`src/fetch_pkg.sv`:
```
`default_nettype none

// Common definitions for the instruction fetch stage
package fetch_pkg;

   // Datapath widths
   localparam int INSTR_W = 32;          // MIPS instruction word
   localparam int ADDR_W  = 32;          // PC is a full byte address
   localparam int MEM_AW  = 10;          // Word address into the instruction RAM

   // Instruction RAM size in words
   localparam int MEM_DEPTH = 2 ** MEM_AW;

   // Widths that carry a meaning
   typedef logic [INSTR_W-1:0] instr_t;  // One instruction word
   typedef logic [ADDR_W-1:0]  pc_t;     // Byte address with the low two bits zero in use
   typedef logic [MEM_AW-1:0]  maddr_t;  // Word address taken from PC bits 11 to 2
   typedef logic [7:0]         byte_t;   // One byte from the debug loader stream

   // sll $0,$0,0 encodes as all zeros
   // Flush drops this into IF/ID in place of the fetched word
   localparam instr_t NOP_INSTR = '0;

   // Program loader FSM
   typedef enum logic [1:0] {
      LD_IDLE    = 2'd0,                 // Running with the loader quiet
      LD_COLLECT = 2'd1,                 // Gathering bytes of the next word
      LD_WRITE   = 2'd2                  // Single cycle memory write strobe
   } loader_state_t;

endpackage : fetch_pkg

`default_nettype wire

```
`src/prog_loader.sv`:
```
`default_nettype none

// Debug program loader
// Packs a little-endian byte stream into words and writes them from address 0 upward
// Holds the core out of run while programming mode is on
module prog_loader (
   input  wire logic             i_clk,
   input  wire logic             i_rst,
   input  wire logic             i_prog_mode,   // High while a program is being loaded
   input  wire logic             i_byte_stb,    // One cycle per byte without back-pressure
   input  wire fetch_pkg::byte_t i_byte,
   output logic                  o_wr_en,       // Memory write strobe
   output fetch_pkg::maddr_t     o_wr_addr,     // Memory word address
   output fetch_pkg::instr_t     o_wr_data,     // Assembled word
   output logic                  o_run          // Core may fetch
);
   import fetch_pkg::*;

   loader_state_t state_q;
   logic          prog_q;                       // Last cycle's i_prog_mode
   logic          prog_rise;                    // Programming mode just switched on
   logic [1:0]    byte_cnt_q;                   // Bytes held of the current word
   maddr_t        addr_q;                       // Next word to write
   instr_t        word_q;                       // Word being gathered
   logic          run_q;

   assign prog_rise = i_prog_mode & ~prog_q;

   // Bytes enter at the top and shift down so the first byte ends in bits 7:0
   always_ff @(posedge i_clk) begin
      if (i_byte_stb && i_prog_mode && (state_q != LD_WRITE)) begin
         word_q <= {i_byte, word_q[INSTR_W-1:8]};
      end
   end

   always_ff @(posedge i_clk) begin
      if (i_rst) begin
         state_q    <= LD_IDLE;
         prog_q     <= 1'b0;
         byte_cnt_q <= '0;
         addr_q     <= '0;
         run_q      <= 1'b0;            // Stay halted until mode is seen low
      end else begin
         prog_q <= i_prog_mode;
         run_q  <= ~i_prog_mode;        // Registered inverse of programming mode
         case (state_q)
            LD_IDLE: begin
               if (prog_rise) begin
                  state_q    <= LD_COLLECT;
                  addr_q     <= '0;     // New image always starts at word 0
                  byte_cnt_q <= i_byte_stb ? 2'd1 : 2'd0;
               end
            end
            LD_COLLECT: begin
               if (!i_prog_mode) begin
                  state_q    <= LD_IDLE;
                  byte_cnt_q <= '0;     // Partial word is thrown away
               end else if (i_byte_stb) begin
                  byte_cnt_q <= byte_cnt_q + 2'd1;
                  if (byte_cnt_q == 2'd3)
                     state_q <= LD_WRITE;   // Fourth byte in
               end
            end
            LD_WRITE: begin
               // Write strobe is out this cycle and a byte arriving now is dropped
               addr_q     <= addr_q + MEM_AW'(1);
               byte_cnt_q <= '0;
               state_q    <= i_prog_mode ? LD_COLLECT : LD_IDLE;
            end
            default: state_q <= LD_IDLE;
         endcase
      end
   end

   assign o_wr_en   = (state_q == LD_WRITE);
   assign o_wr_addr = addr_q;
   assign o_wr_data = word_q;
   assign o_run     = run_q;

endmodule : prog_loader

`default_nettype wire

```
`config.mk`:
```
export PLATFORM = sky130hd
export DESIGN_NAME = prog_loader
export DESIGN_NICKNAME = d
export VERILOG_FILES = /design/src/fetch_pkg.sv /design/src/prog_loader.sv
export SDC_FILE = /design/constraint.sdc
export NUM_CORES = 1
export LEC_CHECK = 0
export BUFFER_PORTS_ARGS = -buffer_cell sky130_fd_sc_hd__buf_2
export CORE_MARGIN = 8
export CORE_UTILIZATION = 50
export DETAILED_ROUTE_END_ITERATION = 10
export PLACE_DENSITY = 0.78
export SYNTH_ARGS = -nofsm -noshare
export SYNTH_HDL_FRONTEND = slang
export SYNTH_SLANG_ARGS = --single-unit
```
`constraint.sdc`:
```
create_clock -name i_clk -period 2.85 [get_ports i_clk]
set_clock_uncertainty 0.15 [all_clocks]
set_input_delay 0.285 -clock i_clk [delete_from_list [all_inputs] [get_ports i_clk]]
set_output_delay 0.285 -clock i_clk [all_outputs]
set_load 0.02 [all_outputs]
```
**Word-level counts from Yosys, hierarchy flattened**

Index checks and enable logic that the tools add are counted.
W data, S select, Z words.

- Flip-flop bits (word level): 48
- Input port bits: 12
- Output and inout port bits: 44
- Word-level logic and storage cells: 39

- Add/sub/neg operators: 2
- Equal/unequal tests: 7
- Muxes and demuxes: 13
- Bitwise logic cells: 3
- Reductions and logical operators: 8

Operators by type and width:

| cell | number |
|---|---|
| $pmux W10 S2 | 1 |
| $mux W2 | 7 |
| $pmux W2 S3 | 2 |
| $add A10 B1 Y10 const B | 1 |
| $mux W10 | 1 |
| $ne A3 B3 Y1 const B | 2 |
| $reduce_and A3 Y1 | 2 |
| $eq A2 B2 Y1 const B | 2 |
| $ne A2 B2 Y1 const B | 2 |
| $reduce_bool A3 Y1 | 1 |
| $add A2 B1 Y2 const B | 1 |
| $eq A2 B1 Y1 const B | 1 |
| $logic_and A1 B1 Y1 | 2 |
| $logic_not A2 Y1 | 1 |
| $mux W1 | 2 |
| $not A1 Y1 | 2 |
| $reduce_and A2 Y1 | 1 |
| $reduce_bool A2 Y1 | 1 |
| $and A1 B1 Y1 | 1 |

**Logic depth before layout (Yosys ltp)**

- Word-level depth: 5
- Gate-level depth with buffers: 7
- Depth with buffers taken out: 6

**Worst setup path after synthesis**

No wires, ideal clock.

- Path kind: register to register
- Start point: register state_q[0]
- End point: register word_q[0] (netlist: o_wr_data[0]), enable pin
- Setup time: 392 ps
- Arrival time: 1773 ps
- Data required time: 2308 ps
- Setup slack: 535 ps
- Stages on the path, launching flop included: 5
- Path buffers: 0
- Clock period less this slack: 2315 ps
- Cells stage by stage: dfxtp_1 -> inv_1 -> ha_1 -> nor2b_1 -> and2_1

- Cells in the longest elaborated chain, start to end: 2

RTL lines:

| what | line | text |
|---|---|---|
| start, declared | prog_loader.sv:19 | `loader_state_t state_q;` |
| start signal, assigned | prog_loader.sv:68 | `state_q <= i_prog_mode ? LD_COLLECT : LD_IDLE;` |
| $ne A2 B2 Y1 | prog_loader.sv:31 | `if (i_byte_stb && i_prog_mode && (state_q != LD_WRITE)) begin` |
| $logic_and A1 B1 Y1 | prog_loader.sv:31 |  |
| end signal, assigned | prog_loader.sv:32 | `word_q <= {i_byte, word_q[INSTR_W-1:8]};` |
| end, declared | prog_loader.sv:24 | `instr_t word_q;` |

No other way between the ends.
A chain may end at the register's enable or synchronous reset.

**Worst setup path after layout**

- Start point: register state_q[0]
- End point: register addr_q[6] (netlist: o_wr_addr[6])

- Cells in the longest elaborated chain, start to end: 3

RTL lines:

| what | line | text |
|---|---|---|
| $eq A2 B2 Y1 / $logic_not A2 Y1 (equally long branches) | prog_loader.sv:46 | `case (state_q)` |
| $reduce_bool A2 Y1 (no source line) / $ne A2 B2 Y1 (equally long branches) | - |  |
| $reduce_and A2 Y1 (no source line) | - |  |
| end signal, assigned | prog_loader.sv:66 | `addr_q <= addr_q + MEM_AW'(1);` |
| end, declared | prog_loader.sv:23 | `maddr_t addr_q;` |

Several ways; a longest one is shown, not always the timed one.

==> flow_summary_export.csv <==
group,metric,value,unit
pwr,intPower,1.13,mW
cts,htree_num_levels,2,
sta,max_slew.worst_pin.slew,0.408,ns
global_routing,use_met3,4.48,%
global_routing,grt_pass1_vias,1193,
layout,final_core_util,64.7,%
global_routing,met1_usage,13.9,%
layout,num-fill-cells,270,
die,core,3580,um2
cts,clock_latency,0.36,ns
drt,wl_per_cell,15.6,um
drt,ant_nets,0,
yosys,seq_area_frac_synth,70.6,%
hold_path,hold_end,"byte_cnt_q[1]",
yosys,synth_most_common_cell,"edfxtp_1",
critical_path,r2r-end,"o_wr_addr[6]",
die,die_y,76.3,um
yosys,ys.warnings.count,0,
hold_path,min_path_type,"in2reg",
yosys,syn_area,1820,um2
cts,numCtsBuffers,5,
cts,cts_tree,"yes",
sta,finalHoldViolCount,0,
critical_path,worst_r2r_path_depth,6,
yosys,synth_fp_nets,146,
yosys,synth_area_leader_cell,"edfxtp_1",
pwr,sw_frac_of_total,30.1,%
pwr,p_seq_share,52.8,%
yosys,netlist_instances,127,
placement,place_congestion,0.778,
drt,drc_errors,0,
yosys,ys_dominant_reg_cell,"edfxtp_1",
layout,regArea,1280,um2
pwr,p_sw,0.486,mW
placement,dp_hpwl,2790,um
placement,portBuffers,55,
drt,first_pass_iters,4,
global_routing,antenna_found_initial,0,
pwr,leakage,0.919,nW
drt,via_count,1230,
hold_path,hold_depth,3,
yosys,synth.area.top_cells,"edfxtp_1 53%, dfxtp_1 18%, ha_1 4.8%, xnor2_1 2.9%, nor2_1 2.5%",
cts,postCtsSetupBuffers,0,
yosys,postSynthAreaPerCell,14.3,um2
cts,cts_sinks,48,
cts,cts.clk_slew.worst_paths,0.14,ns
critical_path,critPathRequiredTime,3.00,ns
cts,cts_resized,0,
drt,drtIter0Drc,102,
critical_path,start_kind,"register",
sta,fmax,467,MHz
hold_path,hold_path_startpoint,"i_byte_stb",
drt,routed_wl,3820,um
sta,rsz0062_at_grt,"false",
global_routing,met2_usage,22.2,%
critical_path,rrSetupSlack,0.71,ns
critical_path,path_class,"reg2reg",
yosys,synth_cell_types,31,
die,start_util,50.7,%
yosys,synth-async-reset-ratio,0,%
yosys,synth_top_cell_area_share,52.9,%
global_routing,grt_pass1_wl,6070,um
sta,setup_tns,0,ns
run,maxCapViolations,0,
sta,drv_slew,0,
critical_path,crit_path_max_fanout,8,
global_routing,track_usage,12.9,%
layout,drive_gt1_share,35.0,%
yosys,synthTopCellsByCount,"32 x edfxtp_1, 16 x dfxtp_1, 12 x nor2_1",
cts,cts_root_buffer,"clkbuf_4",
cts,cts_hold_buf,8,
critical_path,reg2reg_from,"state_q[0]",
layout,multiInputGateArea,503,um2
sta,slew_headroom,72.7,%
die,dieArea,5810,um2
drt,via_per_inst,5.02,
sta,period_share,75.2,%
pwr,vdd_drop_max,0.424,mV
die,io_pins,56,
die,rows,22,
sta,setup_viol,0,
pwr,power.share.combinational,22.1,%
critical_path,setup.worst_path.end_class,"register",
yosys,synth_seq_cells,48,
die,die_w,76.3,um
critical_path,critPathArrivalTime,2.30,ns
pwr,powerDensity,699,nW/um2
critical_path,startpoint,"state_q[0]",
layout,final_net_count,215,
pwr,p_clk_share,25.1,%
global_routing,grt_start_max_net_pins,33,
cts,cts.path.max_buffers,2,
global_routing,globalRoute.busiestLayer,"met2",
global_routing,grt-ovfl-total,0,
sta,period_needed,2.14,ns
outcome,status,"finished, final reports clean",
yosys,synth-edff-count,32,
layout,syn_to_final_growth,27.4,%
layout,n_antenna_cell,0,
==> per-stage QoR <==
step	cell area, um2	power, mW	std cells	worst slack, ns	hold slack (ns)
final	2310	1.62	245	0.708	0.0680
after global routing	2310	1.69	245	0.600	0.0613
after CTS	2310	1.63	245	0.710	0.0579
after detailed placement	2150	1.22	229	0.748	0.287
after global placement	2150	1.19	229	0.880	0.277
after floorplan	1820	1.11	127	0.535	0.207
==> routing by layer <==
metal | routed length, um | share of wire [%]
met1 | 1560 | 41
met2 | 1990 | 52
met3 | 178 | 4.7
met4 | 86 | 2.3
met5 | 0 | 0
==> how the worst max path moves through the flow <==
stage                         endpoint  slack (ns)
after floorplan           o_wr_data[0]        0.54
after global placement    o_wr_addr[6]        0.88
after detailed placement  o_wr_addr[6]        0.75
after CTS                 o_wr_addr[6]        0.71
after global routing      o_wr_addr[6]        0.60
final                     o_wr_addr[6]        0.71
==> placed cells by master (no fill, tap or decap) <==
cell type	count
nand2b_1	3
inv_1	6
o22ai_1	1
nand3b_4	1
and2_1	1
ha_1	7
dfxtp_1	16
buf_2	55
clkinvlp_4	1
a21oi_1	7
a2111oi_1	1
xnor2_1	6
inv_6	1
o21ai_0	2
clkbuf_4	5
nor2b_1	2
a211oi_1	3
nand3_1	5
edfxtp_1	32
a21boi_0	1
buf_4	1
o21a_1	1
nand4_1	1
nand2b_4	1
a32oi_1	2
or4_1	2
bufinv_16	1
mux2i_1	1
a31o_2	1
o31ai_1	2
and2_4	1
dlygate4sd3_1	8
nor2_1	12
nand2_1	5
nor3b_1	1
a2111oi_2	1
==> power groups by stage <==
stage,Clock (mW),Combinational (mW),Sequential (mW)
after detailed placement,0,0.348,0.871
after floorplan,0,0.191,0.917
final,0.406,0.357,0.854
after global routing,0.442,0.384,0.864
after global placement,0,0.327,0.862
after CTS,0.418,0.358,0.855
==> layout make-up <==
| type | instances | area share, % |
|---|---|---|
| sequential | 48 | 55.4 |
| clock buffer | 5 | 1.62 |
| tap | 48 | 2.60 |
| clock inverter | 3 | 2.00 |
| inverter | 6 | 0.973 |
| multi-input combinational | 71 | 21.7 |
| timing repair buffer | 64 | 15.7 |
==> cell families after synthesis <==
kind of cell    Yosys count  share of synthesized area [%]
flops                    48                           70.6
simple gates             35                           10.9
compound gates           22                           8.55
buf+inv                   8                           1.72
fa+ha+maj                 7                           4.82
xor+xnor                  6                           2.89
mux                       1                          0.551
==> registers in the layout, indices dropped and copies added (netlist names) <==
| name | flops |
|---|---|
| o_wr_data | 32 |
| o_wr_addr | 10 |
| byte_cnt_q | 2 |
| state_q | 2 |
| o_run | 1 |
| prog_q | 1 |
==> critical path: stages, from the launching register on <==
cell and delay [ns]:
dfxtp_1 0.44, inv_1 0.10, ha_1 0.33, nand2b_4 0.22, and2_4 0.19, or4_1 0.50
a21oi_1 0.17
Power figures use the tool's default switching activity.
