===== src/fetch_pkg.sv =====
`default_nettype none

// Common definitions for the instruction fetch stage
package fetch_pkg;

   // Datapath widths
   localparam int INSTR_W = 32;          // MIPS instruction word
   localparam int ADDR_W  = 32;          // PC is a full byte address
   localparam int MEM_AW  = 10;          // Word address into the instruction RAM

   // Instruction RAM size in words
   localparam int MEM_DEPTH = 2 ** MEM_AW;

   // Widths that carry a meaning
   typedef logic [INSTR_W-1:0] instr_t;  // One instruction word
   typedef logic [ADDR_W-1:0]  pc_t;     // Byte address with the low two bits zero in use
   typedef logic [MEM_AW-1:0]  maddr_t;  // Word address taken from PC bits 11 to 2
   typedef logic [7:0]         byte_t;   // One byte from the debug loader stream

   // sll $0,$0,0 encodes as all zeros
   // Flush drops this into IF/ID in place of the fetched word
   localparam instr_t NOP_INSTR = '0;

   // Program loader FSM
   typedef enum logic [1:0] {
      LD_IDLE    = 2'd0,                 // Running with the loader quiet
      LD_COLLECT = 2'd1,                 // Gathering bytes of the next word
      LD_WRITE   = 2'd2                  // Single cycle memory write strobe
   } loader_state_t;

endpackage : fetch_pkg

`default_nettype wire


===== src/pc_unit.sv =====
`default_nettype none

// Program counter and next-PC select
// Also owns the PC+4 half of the IF/ID register
module pc_unit (
   input  wire logic             i_clk,
   input  wire logic             i_rst,
   input  wire logic             i_run,            // Low while the loader owns the memory
   input  wire logic             i_if_id_we,       // Low means stall
   input  wire logic             i_branch_taken,   // Branch resolved taken
   input  wire fetch_pkg::pc_t   i_branch_target,
   input  wire logic             i_jump,           // Jump with lower priority than branch
   input  wire fetch_pkg::pc_t   i_jump_target,
   output fetch_pkg::maddr_t     o_fetch_addr,     // Word address into the RAM
   output fetch_pkg::pc_t        o_pc4             // IF/ID PC+4
);
   import fetch_pkg::*;

   pc_t pc_q;                          // Current PC
   pc_t pc_plus4;                      // Sequential successor
   pc_t pc_next;                       // Selected next PC
   pc_t pc4_q;                         // IF/ID copy of PC+4

   assign pc_plus4 = pc_q + ADDR_W'(4);

   // Branch wins over jump and jump wins over sequential
   always_comb begin
      if (i_branch_taken)
         pc_next = i_branch_target;
      else if (i_jump)
         pc_next = i_jump_target;
      else
         pc_next = pc_plus4;
   end

   always_ff @(posedge i_clk) begin
      if (i_rst) begin
         pc_q  <= '0;
         pc4_q <= '0;
      end else if (!i_run) begin
         // Parked at address 0 until the loader lets go
         pc_q <= '0;
      end else if (i_if_id_we) begin
         pc_q  <= pc_next;
         pc4_q <= pc_plus4;             // Travels with the word fetched at pc_q
      end
      // Stall holds both
   end

   // Word address from PC bits 11 to 2
   assign o_fetch_addr = pc_q[MEM_AW+1:2];
   assign o_pc4        = pc4_q;

endmodule : pc_unit

`default_nettype wire


===== config.mk =====
export PLATFORM = sky130hd
export DESIGN_NAME = pc_unit
export DESIGN_NICKNAME = d
export VERILOG_FILES = /design/src/fetch_pkg.sv /design/src/pc_unit.sv
export SDC_FILE = /design/constraint.sdc
export NUM_CORES = 1
export LEC_CHECK = 0
export BUFFER_PORTS_ARGS = -buffer_cell sky130_fd_sc_hd__buf_2
export CAP_MARGIN = 20
export CORE_UTILIZATION = 48
export CTS_BUF_LIST = sky130_fd_sc_hd__clkbuf_4 sky130_fd_sc_hd__clkbuf_8
export DETAILED_ROUTE_END_ITERATION = 7
export GPL_ROUTABILITY_DRIVEN = 0
export GPL_TIMING_DRIVEN = 0
export PLACE_DENSITY = 0.75
export SLEW_MARGIN = 15
export SYNTH_ARGS = -nofsm -noshare
export SYNTH_HDL_FRONTEND = slang
export SYNTH_SLANG_ARGS = --single-unit

===== constraint.sdc =====
create_clock -name i_clk -period 4.7 [get_ports i_clk]
set_input_delay 0.705 -clock i_clk [delete_from_list [all_inputs] [get_ports i_clk]]
set_output_delay 0.705 -clock i_clk [all_outputs]
set_load 0.05 [all_outputs]

# Word-level counts from Yosys, hierarchy flattened

Index checks and enable logic that the tools add are counted.

Register bits: 64
Input port bits: 70
Output and inout bits: 42
Logic and storage cells: 8

$add $sub $neg: 1
Mux-type cells: 2
Bitwise operators: 1
Reductions and logical operators: 2

Operators with widths:

| kind                                                            | count |
|---|---|
| 32-bit 2-to-1 mux                                               | 2 |
| 32-bit by 3-bit adder with 32-bit output, second input constant | 1 |
| 2-bit AND reduction                                             | 1 |
| 2-bit OR reduction                                              | 1 |
| 1-bit NOT                                                       | 1 |

# Longest topological paths before layout

Gate-level depths: netlist of run 1.

Depth after elaboration: 3
Depth in mapped cells: 7
Depth with buffers taken out: 6

# Least setup slack after synthesis of run 1

OpenSTA, ideal clock, no wires.

Kind: register to register
Start point: reg pc_q[2]
End point: reg pc4_q[26], in the netlist o_pc4[26]
Setup time: 0.086 ns
Arrival: 1.803 ns
Required time: 4.614 ns
Setup slack: 2.811 ns
Stages on the path, launching flop included: 8
Buffers on the path: 1
Clock period less this slack: 1.889 ns
Cell sequence: dfxtp_1 ha_1 nand3_1 nor2_1 clkbuf_1 nand3_1 xor2_1 a211oi_1

Word-level cells in the longest chain between the ends: 1

RTL lines:

| item                                     | line          | RTL |
|---|---|---|
| start, declared                          | pc_unit.sv:19 | `pc_t pc_q;` |
| start signal, assigned                   | pc_unit.sv:44 | `pc_q <= pc_next;` |
| 32-bit by 3-bit adder with 32-bit output | pc_unit.sv:24 | `assign pc_plus4 = pc_q + ADDR_W'(4);` |
| end signal, assigned                     | pc_unit.sv:45 | `pc4_q <= pc_plus4;` |
| end, declared                            | pc_unit.sv:22 | `pc_t pc4_q;` |

No other way between the ends.
A chain may end at the register's enable or synchronous reset.

# Final worst setup path of run 1

Same ends and word-level chain as after synthesis.

==> results.yml, run 1 <==
finish:
  final_core_utilization: 0.622
  fin_cells: 679
  nets: 646
  syn2layout_area_growth_pct: 23.3
  diodes: 0
  drive_above_1_share: 0.274
floorplanning:
  die_h_um: 90.0
  pin_count: 112
  dieArea_sq_mm: 0.00809
  die_x_um: 90.0
  core.rowCount: 31
  initial_core_util: 0.504
  core_area_sq_mm: 0.00737
cts:
  h-tree-depth: 3
  root_buffer: "clkbuf_8"
  cts_setup_buffers: 0
  cts_tree: "yes"
  cts_sinks: 64
  cts_buffer_depth: 2
  hold_buffers: 0
  cts-resized-gates: 0
  insertion_delay_ps: 350
  cts_buffers: 9
  clk_pin_slew_ps: 70
synthesis:
  yosysTopAreaCellShare: 0.345
  ys_seq_elements: 64
  netlist_area_sq_mm: 0.00371
  yosysSeqAreaShare: 0.345
  syn_inst: 454
  yosys.area.top_type: "dfxtp_1"
  synthTopCellsByArea: "dfxtp_1 34%, a211oi_1 6.3%, nor2_1 5.8%, o21ai_0 4.2%, xnor2_1 3.3%"
  ys_warn_count: 0
  synthArstFlopShare: 0
  synth.most_common_cell: "dfxtp_1"
  syn_area_per_cell_sq_um: 8.18
  netlist_top_cells_count: "64 x dfxtp_1, 57 x nor2_1, 31 x a211oi_1, 31 x nand2_1, 31 x o21ai_0"
  synth_edf_count: 0
  ys.flop_type: "dfxtp_1"
  synth_cell_types: 55
  synth_nets: 525
power:
  powerDensity_mw_per_mm2: 289
  clkPwrFrac: 0.361
  switching_power_mw: 0.411
  power_frac_comb: 0.195
  p_leak_nw: 1.88
  irDropWorstVdd_v: 0.000153
  p_seq_frac: 0.443
  internal-power_mw: 0.915
  p_sw_frac: 0.310
  power_mw: 1.33
critical_path:
  startpoint_type: "register"
  r2r_cells: 7
  cp.arrival_ps: 2780
  critPathMaxFanout: 10
  end_kind: "register"
  crit_type: "reg2reg"
  required_ps: 4970
  r2r_setup_slack_ps: 2180
  reg2reg_from: "pc_q[2]$_SDFFE_PP0P_"
  r2r-end: "o_pc4[26]$_SDFFE_PP0P_"
timing:
  fin_skew_ps: 8.21
  tightest_slew_ps: 709
  slew_viol_final: 0
  hold_viol: 0
  finalSetupViolCount: 0
  period_minus_slack_ps: 2520
  max_freq_mhz: 398
  fin_tns_setup_ps: 0
  slew_headroom: 0.527
  rsz0062_at_grt: "false"
  post-route-period-util: 0.535
routing:
  dr.first_iter.drc_count: 393
  drtPass1Iterations: 8
  wl_per_cell_um: 17.4
  drtAntennaViolNets: 0
  drcViolationCount: 0
  via_count: 4064
  viasPerCell: 5.99
  routed_wirelength_mm: 11.8
min_path:
  min_path_cells: 2
  hold_start: "o_pc4[3]$_SDFFE_PP0P_"
  min_to: "o_pc4[3]$_SDFFE_PP0P_"
  hold_path.class: "reg2reg"
flow_run:
  drv_cap: 0
global_routing:
  antenna_found_initial: 0
  grt_pass1_vias: 3789
  grt_max_degree: 11
  grt_pass1_wl_mm: 18.8
  grt_overflow: 0
  track_usage: 0.294
outcome:
  status: "complete, no violations"
placed_design:
  hpwlAfterDp_mm: 8.51
  dp_cells: 663
  io_buffers: 110
cells by family after synthesis:
family / count (synthesis) / synth area share
and+or+nand+nor: 159 / 0.226
xor gates and xnor gates: 28 / 0.0660
AOI/OAI and AO/OA: 143 / 0.258
buffers and inverters: 54 / 0.0889
adders and majority gates: 1 / 0.00337
muxes: 5 / 0.0135
DFF: 64 / 0.345
worst max-delay path by stage:
stage / from / to / slack [ps] / cells past startpoint
final: pc_q[2]$_SDFFE_PP0P_ / o_pc4[26]$_SDFFE_PP0P_ / 2180 / 7
after global routing: pc_q[2]$_SDFFE_PP0P_ / o_pc4[26]$_SDFFE_PP0P_ / 2040 / 7
after CTS: pc_q[2]$_SDFFE_PP0P_ / o_pc4[26]$_SDFFE_PP0P_ / 2250 / 7
after detailed placement: i_branch_taken / pc_q[20]$_SDFFE_PP0P_ / 2130 / 8
after global placement: i_branch_taken / pc_q[20]$_SDFFE_PP0P_ / 2180 / 8
after floorplan: pc_q[2]$_SDFFE_PP0P_ / o_pc4[26]$_SDFFE_PP0P_ / 2810 / 7
sequential cells by signal (all words and copies together) (netlist names):
name and cells:
o_pc4 32, pc_q 32
power by group through the flow:
stage	sequential (mW)	combinational (mW)	clock, mW
after global placement	0.599	0.252	0
after detailed placement	0.600	0.256	0
after floorplan	0.649	0.120	0
after global routing	0.591	0.277	0.505
after CTS	0.588	0.256	0.481
final	0.588	0.259	0.479
area by class of cell:
| cell class | count | area [sq um] |
|---|---|---|
| Inverter | 4 | 15.0 |
| Timing Repair Buffer | 110 | 551 |
| Tap cell | 99 | 124 |
| Fill cell | 689 | 2790 |
| Sequential cell | 64 | 1280 |
| Clock inverter | 4 | 45.0 |
| Multi-Input combinational cell | 336 | 2100 |
| Buffer | 50 | 315 |
| Clock buffer | 12 | 146 |
metal layers:
metal / up-vias / GRT usage / routed length [um]
met5: - / 0 / 0
met4: 0 / 0.136 / 318
met3: 30 / 0.0711 / 1160
met2: 218 / 0.475 / 5610
met1: 1894 / 0.371 / 4750
li1: 1922 / - / -
critical path, cell delays in order, from the launching register on:
cell and delay (ps):
dfxtp_1 480, ha_1 310, nand3_1 260, nor2_1 280, clkbuf_1 410, nand3_1 260, xor2_1 200, a211oi_1 220
cell usage in the layout, fill, tap and decap left out, types with 14 or more instances in the layout:
cell        n
buf_2     110
dfxtp_1    64
nor2_1     57
a211oi_1   31
nand2_1    31
o21ai_0    31
clkbuf_1   27
a21oi_1    24
nand3_1    18
clkbuf_8   15
xnor2_1    14
xor2_1     14
through the flow:
step | setup slack, ps | instance area [sq um] | hold WS [ps]
final | 2180 | 4580 | 454
after global placement | 2180 | 4390 | 440
after detailed placement | 2130 | 4390 | 446
after global routing | 2040 | 4580 | 500
after CTS | 2250 | 4580 | 455
after floorplan | 2810 | 3710 | 432
Note: power is estimated with default switching activity, not from simulation.
==> inputs of run 2 (changes only) <==
PLACE_DENSITY = 0.78   (was 0.75)
clock period = 2.3 ns   (was 4.7 ns; I/O delays follow)
==> run 2 against run 1 <==
Against the previous run:
- utilization increased by 0.19 points
- worst hold slack got worse by 230 ps
- register-to-register slack got worse by 2000 ps
- power increased by 97%
- largest power group unchanged
- largest cell class unchanged
- setup slack got worse by 2000 ps
- highest routed layer is now met5
- combinational power increased by 110%
- clock-buffer cell count unchanged
- clock skew decreased by 2.4 ps
==> results.yml, run 2 (same netlist as run 1, synthesis figures left out) <==
outcome:
  status: "complete, no violations"
floorplanning:
  die_x_um: 90.0
  core_area_sq_mm: 0.00737
  core.rowCount: 31
  initial_core_util: 0.504
  pin_count: 112
  die_h_um: 90.0
  dieArea_sq_mm: 0.00809
global_routing:
  met1_usage: 0.379
  track_usage: 0.289
  antenna_found_initial: 0
  grt_util_met2: 0.457
  grt_max_degree: 11
  grt.busiest_layer: "met2"
  grt_util_met3: 0.0601
  grt_pass1_vias: 3705
  grt_pass1_wl_mm: 18.5
  grt_overflow: 0
finish:
  fin_cells: 681
  nets: 648
  mostFrequentLayoutCell: "buf_2"
  final_core_utilization: 0.623
  stdcell_area_sq_mm: 0.00459
  diodes: 0
  final_cell_mix: "110 x buf_2, 63 x dfxtp_1, 56 x nor2_1"
  drive_above_1_share: 0.287
  syn2layout_area_growth_pct: 23.7
timing:
  slew_viol_final: 0
  period_minus_slack_ps: 2110
  max_freq_mhz: 475
  fin_tns_setup_ps: 0
  slew_headroom: 0.538
  post-route-period-util: 0.916
  rsz0062_at_grt: "false"
  tightest_slew_ps: 693
  fin_skew_ps: 5.86
  hold_viol: 0
  whs_ps: 228
  finalSetupViolCount: 0
placed_design:
  dp_cells: 663
  dpl-instance-area_sq_mm: 0.00439
  hpwlAfterDp_mm: 8.54
  io_buffers: 110
critical_path:
  critPathTopFamily: "simple AND/OR/NAND/NOR gates"
  slowest_delay_ps: 580
  critPathMaxFanout: 8
  crit_type: "reg2reg"
  cpMaxStageDelayCell: "or4_4"
  cp.arrival_ps: 2380
  cp_cell_sequence: "nand4_4 > or4_4 > buf_6 > nor4_1 > o21ai_0 > a21oi_1"
  required_ps: 2570
  end_kind: "register"
  critPathBufInv: 1
  startpoint_type: "register"
cts:
  h-tree-depth: 3
  cts_buffers: 9
  hold_buffers: 0
  cts_buffer_depth: 2
  clk_pin_slew_ps: 70
  root_buffer: "clkbuf_8"
  cts_sinks: 64
  insertion_delay_ps: 350
  cts_tree: "yes"
power:
  powerDensity_mw_per_mm2: 569
  switching_power_mw: 0.839
  p_leak_nw: 1.89
  irDropWorstVdd_v: 0.000399
  p_seq_frac: 0.460
  power_frac_comb: 0.203
  internal-power_mw: 1.78
  clkPwrFrac: 0.338
  p_sw_frac: 0.321
flow_run:
  drv_cap: 0
routing:
  drcViolationCount: 0
  drtAntennaViolNets: 0
  via_count: 4149
  dr.first_iter.drc_count: 367
  viasPerCell: 6.09
  routed_wirelength_mm: 11.9
  drtPass1Iterations: 8
  wl_per_cell_um: 17.5
min_path:
  hold_path.class: "in2reg"
[run 2: through the flow]
stage | power, mW | setup WS [ps]
finish | 2.62 | 194
global route | 2.71 | 15.0
CTS | 2.61 | 1.80
detailed placement | 1.75 | -137
global placement | 1.74 | -61.0
floorplan | 1.57 | 411
[run 2: final timing paths]
kind                                            start                      to  slack (ps)  depth (start not counted)
worst max-delay path             pc_q[7]$_SDFFE_PP0P_   pc_q[21]$_SDFFE_PP0P_         190                          6
worst min register to register  o_pc4[1]$_SDFFE_PP0P_   o_pc4[1]$_SDFFE_PP0P_         460                          2
worst min-delay path                            i_rst  o_pc4[18]$_SDFFE_PP0P_         230                          2
worst max register to register   pc_q[7]$_SDFFE_PP0P_   pc_q[21]$_SDFFE_PP0P_         190                          6
[run 2: power groups by stage]
stage / combinational, mW / sequential [mW] / clock [mW]
after detailed placement: 0.522 / 1.23 / 0
final: 0.531 / 1.20 / 0.883
after floorplan: 0.245 / 1.33 / 0
after global placement: 0.514 / 1.22 / 0
after CTS: 0.524 / 1.20 / 0.885
after global routing: 0.564 / 1.21 / 0.940
[run 2: layer usage]
layer  up-vias  part of all wire
met1      1966              0.41
met5         -            0.0013
met3        32             0.094
li1       1916                 -
met4         2             0.025
met2       233              0.47
[run 2: area by class of cell]
class                           instances  area [sq um]
Clock buffer                           12           153
Clock inverter                          4          20.0
Sequential cell                        64          1280
Multi-Input combinational cell        336          2120
Inverter                                4          15.0
Timing Repair Buffer                  112           566
Buffer                                 50           317
Tap cell                               99           124
Fill cell                             691          2780
[run 2: timing repair]
item / CTS / global route
gates resized for setup: 1 / 5
setup endpoints to repair: 5 / 18
pin swaps: 0 / 2
buffers inserted: 0 / 2
[run 2: worst reg2reg max path: stages, from the launching register on]
cell	delay [ps]
dfxtp_1	520
nand4_4	240
or4_4	580
buf_6	150
nor4_1	270
o21ai_0	120
a21oi_1	160
